--- src/mmc3_pkg.sv ---
/* MMC3 shared types and constants */

`default_nettype none

package mmc3_pkg;

	// Bus widths
	typedef logic [15:0] cpu_addr_t;	// CPU address bus
	typedef logic [13:0] ppu_addr_t;	// PPU address bus
	typedef logic [7:0]  data_t;		// CPU data byte

	// Bank numbers
	typedef logic [5:0] prg_bank_t;		// 8 KB PRG page
	typedef logic [7:0] chr_bank_t;		// 1 KB CHR page
	typedef logic [6:0] chr_bank2_t;	// 2 KB CHR page, low bit dropped

	// Bank-select index, R0 to R7
	typedef logic [2:0] bank_sel_t;

	// Physical address toward ROM/RAM
	typedef logic [21:0] mem_addr_t;

	// Scanline counter and latch
	typedef logic [7:0] irq_count_t;

	// Fixed PRG windows
	localparam prg_bank_t PRG_LAST_BANK        = 6'b111111;	// $E000 window
	localparam prg_bank_t PRG_SECOND_LAST_BANK = 6'b111110;	// Swappable window when fixed

	// Memory map of the 22-bit output address
	localparam logic [8:0] PRG_RAM_PREFIX = 9'b111100000;	// 8 KB work RAM
	localparam logic [2:0] PRG_ROM_PREFIX = 3'b000;		// PRG ROM base
	localparam logic [3:0] CHR_ROM_PREFIX = 4'b1000;		// CHR ROM/RAM base

	// A12 low time needed before a rise counts, in ce cycles
	localparam int A12_FILTER_DEFAULT = 15;

endpackage

`default_nettype wire

--- src/a12_filter.sv ---
/* PPU A12 rise filter */

`default_nettype none

module a12_filter #(
	parameter int A12_FILTER_LEN = mmc3_pkg::A12_FILTER_DEFAULT	// Low time in ce cycles
) (
	input  wire  clk,
	input  wire  rst_n,
	input  wire  ce,
	input  wire  chr_a12,	// PPU A12
	output logic a12_clock	// One-clock tick to the IRQ counter
);

	logic [3:0] low_cnt;	// Remaining low time before a rise counts

	// A rise only counts once A12 has been low long enough
	assign a12_clock = ce && chr_a12 && (low_cnt == 4'd0);

	always_ff @(posedge clk or negedge rst_n) begin
		if (!rst_n) begin
			low_cnt <= 4'd0;
		end else if (chr_a12) begin
			low_cnt <= 4'(A12_FILTER_LEN);	// Held while A12 is high
		end else if (ce && (low_cnt != 4'd0)) begin
			low_cnt <= low_cnt - 4'd1;
		end
	end

	// Sprite fetches toggle A12 several times per line
	// the reload keeps those rises from clocking twice

endmodule

`default_nettype wire

--- src/chr_map.sv ---
/* MMC3 CHR and nametable map */

`default_nettype none

module chr_map (
	input  mmc3_pkg::ppu_addr_t   chr_ain,
	input  wire                   chr_invert,	// Swap pattern table halves
	input  wire                   chr_ram,	// Board has CHR RAM
	input  wire                   mirroring,	// 1 = horizontal
	input  mmc3_pkg::chr_bank2_t  chr_bank_0,
	input  mmc3_pkg::chr_bank2_t  chr_bank_1,
	input  mmc3_pkg::chr_bank_t   chr_bank_2,
	input  mmc3_pkg::chr_bank_t   chr_bank_3,
	input  mmc3_pkg::chr_bank_t   chr_bank_4,
	input  mmc3_pkg::chr_bank_t   chr_bank_5,
	output mmc3_pkg::mem_addr_t   chr_aout,
	output logic                  chr_allow,
	output logic                  vram_a10,
	output logic                  vram_ce
);

	mmc3_pkg::chr_bank_t chr_sel;	// 1 KB page being fetched
	logic                half;	// Half after inversion

	assign half = chr_ain[12] ^ chr_invert;

	always_comb begin
		case ({half, chr_ain[11:10]})
			3'b000, 3'b001: chr_sel = {chr_bank_0, chr_ain[10]};	// 2 KB via R0
			3'b010, 3'b011: chr_sel = {chr_bank_1, chr_ain[10]};	// 2 KB via R1
			3'b100: chr_sel = chr_bank_2;
			3'b101: chr_sel = chr_bank_3;
			3'b110: chr_sel = chr_bank_4;
			default: chr_sel = chr_bank_5;
		endcase
	end

	assign chr_aout  = {mmc3_pkg::CHR_ROM_PREFIX, chr_sel, chr_ain[9:0]};
	assign chr_allow = chr_ram;	// Writes only reach RAM boards

	// Internal 2 KB VRAM for nametables
	assign vram_a10 = mirroring ? chr_ain[11] : chr_ain[10];
	assign vram_ce  = chr_ain[13];

endmodule

`default_nettype wire

--- src/mmc3.sv ---
/* MMC3 mapper top */

`default_nettype none

module mmc3 #(
	parameter int A12_FILTER_LEN = mmc3_pkg::A12_FILTER_DEFAULT
) (
	input  wire                   clk,
	input  wire                   rst_n,
	input  wire                   ce,	// CPU M2 strobe
	input  wire                   prg_write,
	input  mmc3_pkg::cpu_addr_t   prg_ain,
	input  mmc3_pkg::data_t       prg_din,
	input  mmc3_pkg::ppu_addr_t   chr_ain,
	input  wire                   chr_ram,	// Cart flag
	output mmc3_pkg::mem_addr_t   prg_aout,
	output logic                  prg_allow,
	output mmc3_pkg::mem_addr_t   chr_aout,
	output logic                  chr_allow,
	output logic                  vram_a10,
	output logic                  vram_ce,
	output logic                  irq
);

	mmc3_pkg::prg_bank_t  prg_bank_0, prg_bank_1;
	mmc3_pkg::chr_bank2_t chr_bank_0, chr_bank_1;
	mmc3_pkg::chr_bank_t  chr_bank_2, chr_bank_3, chr_bank_4, chr_bank_5;
	mmc3_pkg::irq_count_t irq_latch_data;
	logic                 prg_mode, chr_invert, mirroring;
	logic                 ram_enable, ram_protect;
	logic                 irq_latch_wr, irq_reload_wr, irq_disable_wr, irq_enable_wr;
	logic                 a12_clock;	// Filtered scanline tick

	mmc3_regs u_regs (
		.clk(clk), .rst_n(rst_n), .ce(ce),
		.prg_write(prg_write), .prg_ain(prg_ain), .prg_din(prg_din),
		.prg_bank_0(prg_bank_0), .prg_bank_1(prg_bank_1),
		.prg_mode(prg_mode), .chr_invert(chr_invert), .mirroring(mirroring),
		.ram_enable(ram_enable), .ram_protect(ram_protect),
		.chr_bank_0(chr_bank_0), .chr_bank_1(chr_bank_1),
		.chr_bank_2(chr_bank_2), .chr_bank_3(chr_bank_3),
		.chr_bank_4(chr_bank_4), .chr_bank_5(chr_bank_5),
		.irq_latch_wr(irq_latch_wr), .irq_reload_wr(irq_reload_wr),
		.irq_disable_wr(irq_disable_wr), .irq_enable_wr(irq_enable_wr),
		.irq_latch_data(irq_latch_data)
	);

	a12_filter #(.A12_FILTER_LEN(A12_FILTER_LEN)) u_a12_filter (
		.clk(clk), .rst_n(rst_n), .ce(ce),
		.chr_a12(chr_ain[12]), .a12_clock(a12_clock)
	);

	scanline_irq u_scanline_irq (
		.clk(clk), .rst_n(rst_n), .ce(ce), .a12_clock(a12_clock),
		.irq_latch_wr(irq_latch_wr), .irq_reload_wr(irq_reload_wr),
		.irq_disable_wr(irq_disable_wr), .irq_enable_wr(irq_enable_wr),
		.irq_latch_data(irq_latch_data), .irq(irq)
	);

	prg_map u_prg_map (
		.prg_ain(prg_ain), .prg_write(prg_write), .prg_mode(prg_mode),
		.ram_enable(ram_enable), .ram_protect(ram_protect),
		.prg_bank_0(prg_bank_0), .prg_bank_1(prg_bank_1),
		.prg_aout(prg_aout), .prg_allow(prg_allow)
	);

	chr_map u_chr_map (
		.chr_ain(chr_ain), .chr_invert(chr_invert), .chr_ram(chr_ram),
		.mirroring(mirroring),
		.chr_bank_0(chr_bank_0), .chr_bank_1(chr_bank_1),
		.chr_bank_2(chr_bank_2), .chr_bank_3(chr_bank_3),
		.chr_bank_4(chr_bank_4), .chr_bank_5(chr_bank_5),
		.chr_aout(chr_aout), .chr_allow(chr_allow),
		.vram_a10(vram_a10), .vram_ce(vram_ce)
	);

endmodule

`default_nettype wire

--- src/mmc3_regs.sv ---
/* MMC3 CPU register file */

`default_nettype none

module mmc3_regs (
	input  wire                     clk,
	input  wire                     rst_n,
	input  wire                     ce,		// CPU M2 strobe
	input  wire                     prg_write,
	input  mmc3_pkg::cpu_addr_t     prg_ain,
	input  mmc3_pkg::data_t         prg_din,
	output mmc3_pkg::prg_bank_t     prg_bank_0,	// R6
	output mmc3_pkg::prg_bank_t     prg_bank_1,	// R7
	output logic                    prg_mode,
	output logic                    chr_invert,
	output logic                    mirroring,	// 1 = horizontal
	output logic                    ram_enable,
	output logic                    ram_protect,
	output mmc3_pkg::chr_bank2_t    chr_bank_0,	// R0
	output mmc3_pkg::chr_bank2_t    chr_bank_1,	// R1
	output mmc3_pkg::chr_bank_t     chr_bank_2,	// R2
	output mmc3_pkg::chr_bank_t     chr_bank_3,	// R3
	output mmc3_pkg::chr_bank_t     chr_bank_4,	// R4
	output mmc3_pkg::chr_bank_t     chr_bank_5,	// R5
	output logic                    irq_latch_wr,
	output logic                    irq_reload_wr,
	output logic                    irq_disable_wr,
	output logic                    irq_enable_wr,
	output mmc3_pkg::irq_count_t    irq_latch_data
);

	mmc3_pkg::bank_sel_t bank_sel;	// Target of next $8001 write
	logic                reg_wr;	// Write into $8000-$FFFF
	logic [2:0]          reg_addr;	// A14, A13, A0

	assign reg_wr   = ce && prg_write && prg_ain[15];
	assign reg_addr = {prg_ain[14:13], prg_ain[0]};

	// IRQ strobes go out in the write cycle itself
	assign irq_latch_wr   = reg_wr && (reg_addr == 3'b10_0);	// $C000
	assign irq_reload_wr  = reg_wr && (reg_addr == 3'b10_1);	// $C001
	assign irq_disable_wr = reg_wr && (reg_addr == 3'b11_0);	// $E000
	assign irq_enable_wr  = reg_wr && (reg_addr == 3'b11_1);	// $E001
	assign irq_latch_data = prg_din;

	always_ff @(posedge clk or negedge rst_n) begin
		if (!rst_n) begin
			bank_sel    <= '0;
			prg_mode    <= 1'b0;
			chr_invert  <= 1'b0;
			mirroring   <= 1'b0;	// Vertical
			ram_enable  <= 1'b0;
			ram_protect <= 1'b0;
			prg_bank_0  <= '0;
			prg_bank_1  <= '0;
			chr_bank_0  <= '0;
			chr_bank_1  <= '0;
			chr_bank_2  <= '0;
			chr_bank_3  <= '0;
			chr_bank_4  <= '0;
			chr_bank_5  <= '0;
		end else if (reg_wr) begin
			case (reg_addr)
				3'b00_0: begin	// Bank select
					chr_invert <= prg_din[7];
					prg_mode   <= prg_din[6];
					bank_sel   <= prg_din[2:0];
				end
				3'b00_1: begin	// Bank data
					case (bank_sel)
						3'd0: chr_bank_0 <= prg_din[7:1];	// 2 KB pages
						3'd1: chr_bank_1 <= prg_din[7:1];
						3'd2: chr_bank_2 <= prg_din;
						3'd3: chr_bank_3 <= prg_din;
						3'd4: chr_bank_4 <= prg_din;
						3'd5: chr_bank_5 <= prg_din;
						3'd6: prg_bank_0 <= prg_din[5:0];
						default: prg_bank_1 <= prg_din[5:0];	// R7
					endcase
				end
				3'b01_0: mirroring <= prg_din[0];
				3'b01_1: begin	// PRG RAM control
					ram_enable  <= prg_din[7];
					ram_protect <= prg_din[6];
				end
				default: ;	// IRQ registers live in scanline_irq
			endcase
		end
	end

	// Only one IRQ register can be hit by a single write
	a_irq_wr_onehot: assert property (@(posedge clk) disable iff (!rst_n)
		$onehot0({irq_latch_wr, irq_reload_wr, irq_disable_wr, irq_enable_wr}));

endmodule

`default_nettype wire

--- src/prg_map.sv ---
/* MMC3 PRG address map */

`default_nettype none

module prg_map (
	input  mmc3_pkg::cpu_addr_t   prg_ain,
	input  wire                   prg_write,
	input  wire                   prg_mode,	// 1 swaps $8000 and $C000
	input  wire                   ram_enable,
	input  wire                   ram_protect,
	input  mmc3_pkg::prg_bank_t   prg_bank_0,	// R6
	input  mmc3_pkg::prg_bank_t   prg_bank_1,	// R7
	output mmc3_pkg::mem_addr_t   prg_aout,
	output logic                  prg_allow
);

	mmc3_pkg::prg_bank_t prg_sel;	// Bank of the addressed window
	logic                ram_hit;	// Work RAM access granted
	logic                rom_read;

	always_comb begin
		case (prg_ain[14:13])
			2'b00: begin	// $8000
				if (prg_mode)
					prg_sel = mmc3_pkg::PRG_SECOND_LAST_BANK;
				else
					prg_sel = prg_bank_0;
			end
			2'b01: prg_sel = prg_bank_1;	// $A000, both modes
			2'b10: begin	// $C000
				if (prg_mode)
					prg_sel = prg_bank_0;
				else
					prg_sel = mmc3_pkg::PRG_SECOND_LAST_BANK;
			end
			default: prg_sel = mmc3_pkg::PRG_LAST_BANK;	// $E000
		endcase
	end

	// $6000-$7FFF, writes blocked while protected
	assign ram_hit = (prg_ain[15:13] == 3'b011) && ram_enable
		&& !(prg_write && ram_protect);
	assign rom_read = prg_ain[15] && !prg_write;

	assign prg_aout = ram_hit ? {mmc3_pkg::PRG_RAM_PREFIX, prg_ain[12:0]}
		: {mmc3_pkg::PRG_ROM_PREFIX, prg_sel, prg_ain[12:0]};
	assign prg_allow = rom_read || ram_hit;

endmodule

`default_nettype wire

--- src/scanline_irq.sv ---
/* MMC3 scanline IRQ counter */

`default_nettype none

module scanline_irq (
	input  wire                     clk,
	input  wire                     rst_n,
	input  wire                     ce,
	input  wire                     a12_clock,	// Filtered A12 rise
	input  wire                     irq_latch_wr,
	input  wire                     irq_reload_wr,
	input  wire                     irq_disable_wr,
	input  wire                     irq_enable_wr,
	input  mmc3_pkg::irq_count_t    irq_latch_data,
	output logic                    irq
);

	mmc3_pkg::irq_count_t irq_latch;	// Reload value from $C000
	mmc3_pkg::irq_count_t irq_count;	// Scanline down-counter
	mmc3_pkg::irq_count_t next_count;
	logic                 irq_reload;	// Reload pending from $C001
	logic                 irq_enable;

	// Normal behavior: fires whenever the new value is zero
	assign next_count = (irq_count == '0 || irq_reload) ? irq_latch
		: irq_count - 8'd1;

	always_ff @(posedge clk or negedge rst_n) begin
		if (!rst_n) begin
			irq_latch  <= '0;
			irq_count  <= '0;
			irq_reload <= 1'b0;
			irq_enable <= 1'b0;
			irq        <= 1'b0;
		end else begin
			if (ce && a12_clock) begin
				irq_count  <= next_count;
				irq_reload <= 1'b0;
				if (next_count == '0 && irq_enable)
					irq <= 1'b1;
			end
			// CPU writes win over a counter tick in the same cycle
			if (irq_latch_wr)
				irq_latch <= irq_latch_data;
			if (irq_reload_wr)
				irq_reload <= 1'b1;
			if (irq_enable_wr)
				irq_enable <= 1'b1;
			if (irq_disable_wr) begin	// Also acknowledges
				irq_enable <= 1'b0;
				irq        <= 1'b0;
			end
		end
	end

	// An IRQ can only be raised by a tick seen while enabled
	a_irq_needs_enable: assert property (@(posedge clk) disable iff (!rst_n)
		$rose(irq) |-> $past(irq_enable));

endmodule

`default_nettype wire

--- config.mk ---
export PLATFORM = sky130hd
export DESIGN_NAME = mmc3
export DESIGN_NICKNAME = d
export VERILOG_FILES = /design/src/mmc3_pkg.sv /design/src/a12_filter.sv /design/src/chr_map.sv /design/src/mmc3.sv /design/src/mmc3_regs.sv /design/src/prg_map.sv /design/src/scanline_irq.sv
export SDC_FILE = /design/constraint.sdc
export NUM_CORES = 1
export LEC_CHECK = 0
export BUFFER_PORTS_ARGS = -buffer_cell sky130_fd_sc_hd__buf_2
export CAP_MARGIN = 20
export CORE_MARGIN = 5
export CORE_UTILIZATION = 57
export CTS_BUF_LIST = sky130_fd_sc_hd__clkbuf_4 sky130_fd_sc_hd__clkbuf_8
export CTS_CLUSTER_SIZE = 10
export DETAILED_ROUTE_END_ITERATION = 8
export PLACE_DENSITY = 0.82
export SYNTH_ARGS = -nofsm -noshare
export SYNTH_HDL_FRONTEND = slang
export SYNTH_SLANG_ARGS = --single-unit
--- constraint.sdc ---
create_clock -name clk -period 2.8 [get_ports clk]
set_clock_uncertainty 0.2 [all_clocks]
set_input_delay 0.28 -clock clk [delete_from_list [all_inputs] [get_ports clk]]
set_output_delay 0.28 -clock clk [all_outputs]
set_load 0.005 [all_outputs]
==> impl_metrics.tcl <==
set metrics [dict create \
    antenna_left 0 \
    drt_wl_total_mm 10.2 \
    io_pins 92 \
    drc 0 \
    timing.fmax_ghz 0.386 \
    rows 33 \
    synth_area_per_cell_um2 11.2 \
    crit_arrival_ps 2110 \
    cts.clk_slew.worst_paths_ps 90 \
    outcome "finished, final reports clean" \
    insertion_delay_ps 360 \
    finalMaxSlewViolations 0 \
    hold_viol_final 0 \
    viasPerCell 6.05 \
    layout.nets 473 \
    holdWs_ps 77.0 \
    syn_to_final_growth_pct 6.68 \
    cts_buffers 9 \
    power_density_mw_per_mm2 593 \
    grt_max_degree 49 \
    numPortBuffers 39 \
    postCtsSetupRepairBufs 0 \
    grt_antenna_before_repair 0 \
    clockBufferDepth 2 \
    routedWlPerCell_um 18.9 \
    die_area_mm2 0.0101 \
    worst_ep_required_time_ps 2320 \
    worstHoldPathType "primary input to register" \
    syn_inst 419 \
    tightestPinTransition_ps 739 \
    cts.sinks 89 \
    core_mm2 0.00809 \
    leakage_uw 0.00238 \
    grt_usage_pct 21.3 \
    start_kind "register" \
    relSlewSlack_pct 50.4 \
    cts_root_buf "clkbuf_8" \
    ir_drop_mv 0.377 \
    critical_path.max_fanout 10 \
    firstDrtPassIters 4 \
    hpwlAfterDp_mm 7.20 \
    endpoint_kind "output port" \
    rsz0062_at_grt "false" \
    diodes 0 \
    tritoncts "yes" \
    path_class "register to output port" \
    min_period_ps 2590 \
    grt_pass1_wl_mm 17.0 \
    drv_cap 0 \
    finalWeightedCongestion 0.851 \
    drive_above_1_share_pct 34.5 \
    period_share_pct 92.6 \
    die-height_um 101 \
    synth_edf_count 0 \
    die_w_um 101 \
    vias 3248 \
    cts_max_level 3 \
    grt_pass1_vias 3460 \
    ys_async_sr_fraction_pct 100 \
    fillers 653 \
    overflow 0 \
    setup_viol 0 \
    dr.first_iter.drc_count 161 \
    syn_area_mm2 0.00468 \
    initial_core_util_pct 57.8 \
    ys_ff_latch 89 \
    setup-tns-final_ps 0 \
    synth_ff_type "dfrtp_1" \
    ys_seq_area_share_pct 47.6 \
    ys_warn_count 0 \
    synthDistinctLibCells 51 \
]
## cells in the mapped netlist, types with 4 or more instances
library cell	instances	share of area, %
a21oi_1	18	1.9
a22oi_1	8	1.3
and2_1	7	0.94
buf_4	32	5.1
clkbuf_1	9	0.72
dfrtp_1	89	48
inv_1	8	0.64
mux2_2	76	18
mux2i_1	8	1.7
nand2_1	23	1.8
nand2b_1	5	0.67
nand3_1	6	0.64
nand4_1	4	0.53
nor2_1	34	2.7
nor3_1	6	0.64
o21ai_0	22	2.4
o32ai_1	5	0.94
xnor2_1	4	0.75
## cell families after synthesis
logic type / Yosys count / share of synthesized area (%)
fa+ha+maj: 3 / 0.802
flops: 89 / 47.6
simple gates: 106 / 12.5
other cells: 2 / 0.160
compound gates: 71 / 9.89
mux: 84 / 20.0
xor+xnor: 7 / 1.47
buf+inv: 57 / 7.57
## timing repair
action / in CTS / in global routing
endpoints found under the hold margin: 47 / 0
setup endpoints to repair: 0 / 7
hold buffers: 1 / 0
resized for setup: 0 / 2
## registers in the layout, summed over array words and instances, names as in the netlist, 3 cells and up
name                      count
u_regs.chr_bank_0             7
u_regs.chr_bank_1             7
u_regs.chr_bank_5             8
u_regs.prg_bank_1             6
u_scanline_irq.irq_latch      8
u_regs.chr_bank_2             8
u_regs.chr_bank_3             8
u_regs.prg_bank_0             6
u_regs.chr_bank_4             8
u_regs.bank_sel               3
u_scanline_irq.irq_count      8
u_a12_filter.low_cnt          4
## area by class of cell
cell class	count	area (µm²)	share of cell area, %
Timing Repair Buffer	44	250	5.01
Clock buffer	11	151	3.03
Tap cell	105	131	2.63
Multi-Input combinational cell	275	2120	42.4
Inverter	8	30.0	0.602
Clock inverter	5	85.1	1.70
Sequential cell	89	2230	44.6
## path summary, 6_finish.rpt
| check | start | end | slack (ps) | depth (start not counted) |
|---|---|---|---|---|
| max reg2reg | u_scanline_irq.irq_count[0] | u_scanline_irq.irq | 430 | 7 |
| max | u_regs.chr_invert | chr_aout[17] | 210 | 5 |
| max in group asynchronous | rst_n | u_regs.chr_bank_1[4] | 1490 | 3 |
| min reg2reg | u_regs.chr_bank_1[4] | u_regs.chr_bank_1[4] | 310 | 1 |
| min in group asynchronous | rst_n | u_a12_filter.low_cnt[3] | 260 | 2 |
| min | prg_din[7] | u_regs.ram_enable | 80 | 3 |
## power breakdown
| part | internal [µW] | total, µW | switching, µW |
|---|---|---|---|
| clock | 556 | 1020 | 465 |
| combinational | 204 | 451 | 247 |
| sequential | 1390 | 1490 | 94.1 |
| total | 2150 | 2960 | 806 |
## layer usage
metal / up-vias / track usage [%] / share of wire (%)
met3: 23 / 5.40 / 7.0
met1: 1644 / 26.9 / 41
met4: 0 / 8.39 / 1.9
met2: 116 / 35.0 / 50
met5: - / 0 / 0
li1: 1465 / - / -
## metrics by stage
stage	total power [µW]	setup slack, ps	area [µm²]	instances	utilization [%]
4_1_cts	2970	50.4	4980	537	61.5
5_1_grt	3100	19.2	4990	537	61.7
2_1_floorplan	1820	766	4690	421	-
3_3_place_gp	1930	500	4730	520	58.5
3_5_place_dp	1960	424	4730	520	58.5
6_report	2960	209	4990	537	61.7
## critical path, cell delays in order, from the launching register on
cell and delay (ps):
dfrtp_1 470, xor2_4 260, nor2_1 450, a22oi_1 210, a21oi_1 220, buf_2 140
## placed cells by master (no fill, tap or decap), types with 3 or more instances in the layout
| cell type | synthesis | routed |
|---|---|---|
| nor2_1 | 34 | 34 |
| o32ai_1 | 5 | 5 |
| and2_1 | 7 | 8 |
| inv_1 | 8 | 8 |
| nand2b_1 | 5 | 5 |
| mux2i_1 | 8 | 8 |
| conb_1 | 2 | 4 |
| o21ai_0 | 22 | 22 |
| nand4_1 | 4 | 4 |
| a21oi_1 | 18 | 18 |
| a31oi_1 | 3 | 3 |
| buf_4 | 32 | 4 |
| nor4_4 | 3 | 3 |
| clkbuf_8 | 0 | 11 |
| nor3_1 | 6 | 6 |
| mux2_2 | 76 | 76 |
| buf_2 | 3 | 38 |
| ha_1 | 3 | 3 |
| a22oi_1 | 8 | 8 |
| xnor2_1 | 4 | 4 |
| nand3_1 | 6 | 6 |
| nand2_1 | 23 | 23 |
| dfrtp_1 | 89 | 89 |
| and3_1 | 3 | 3 |
Note: power is estimated with default switching activity, not from simulation.
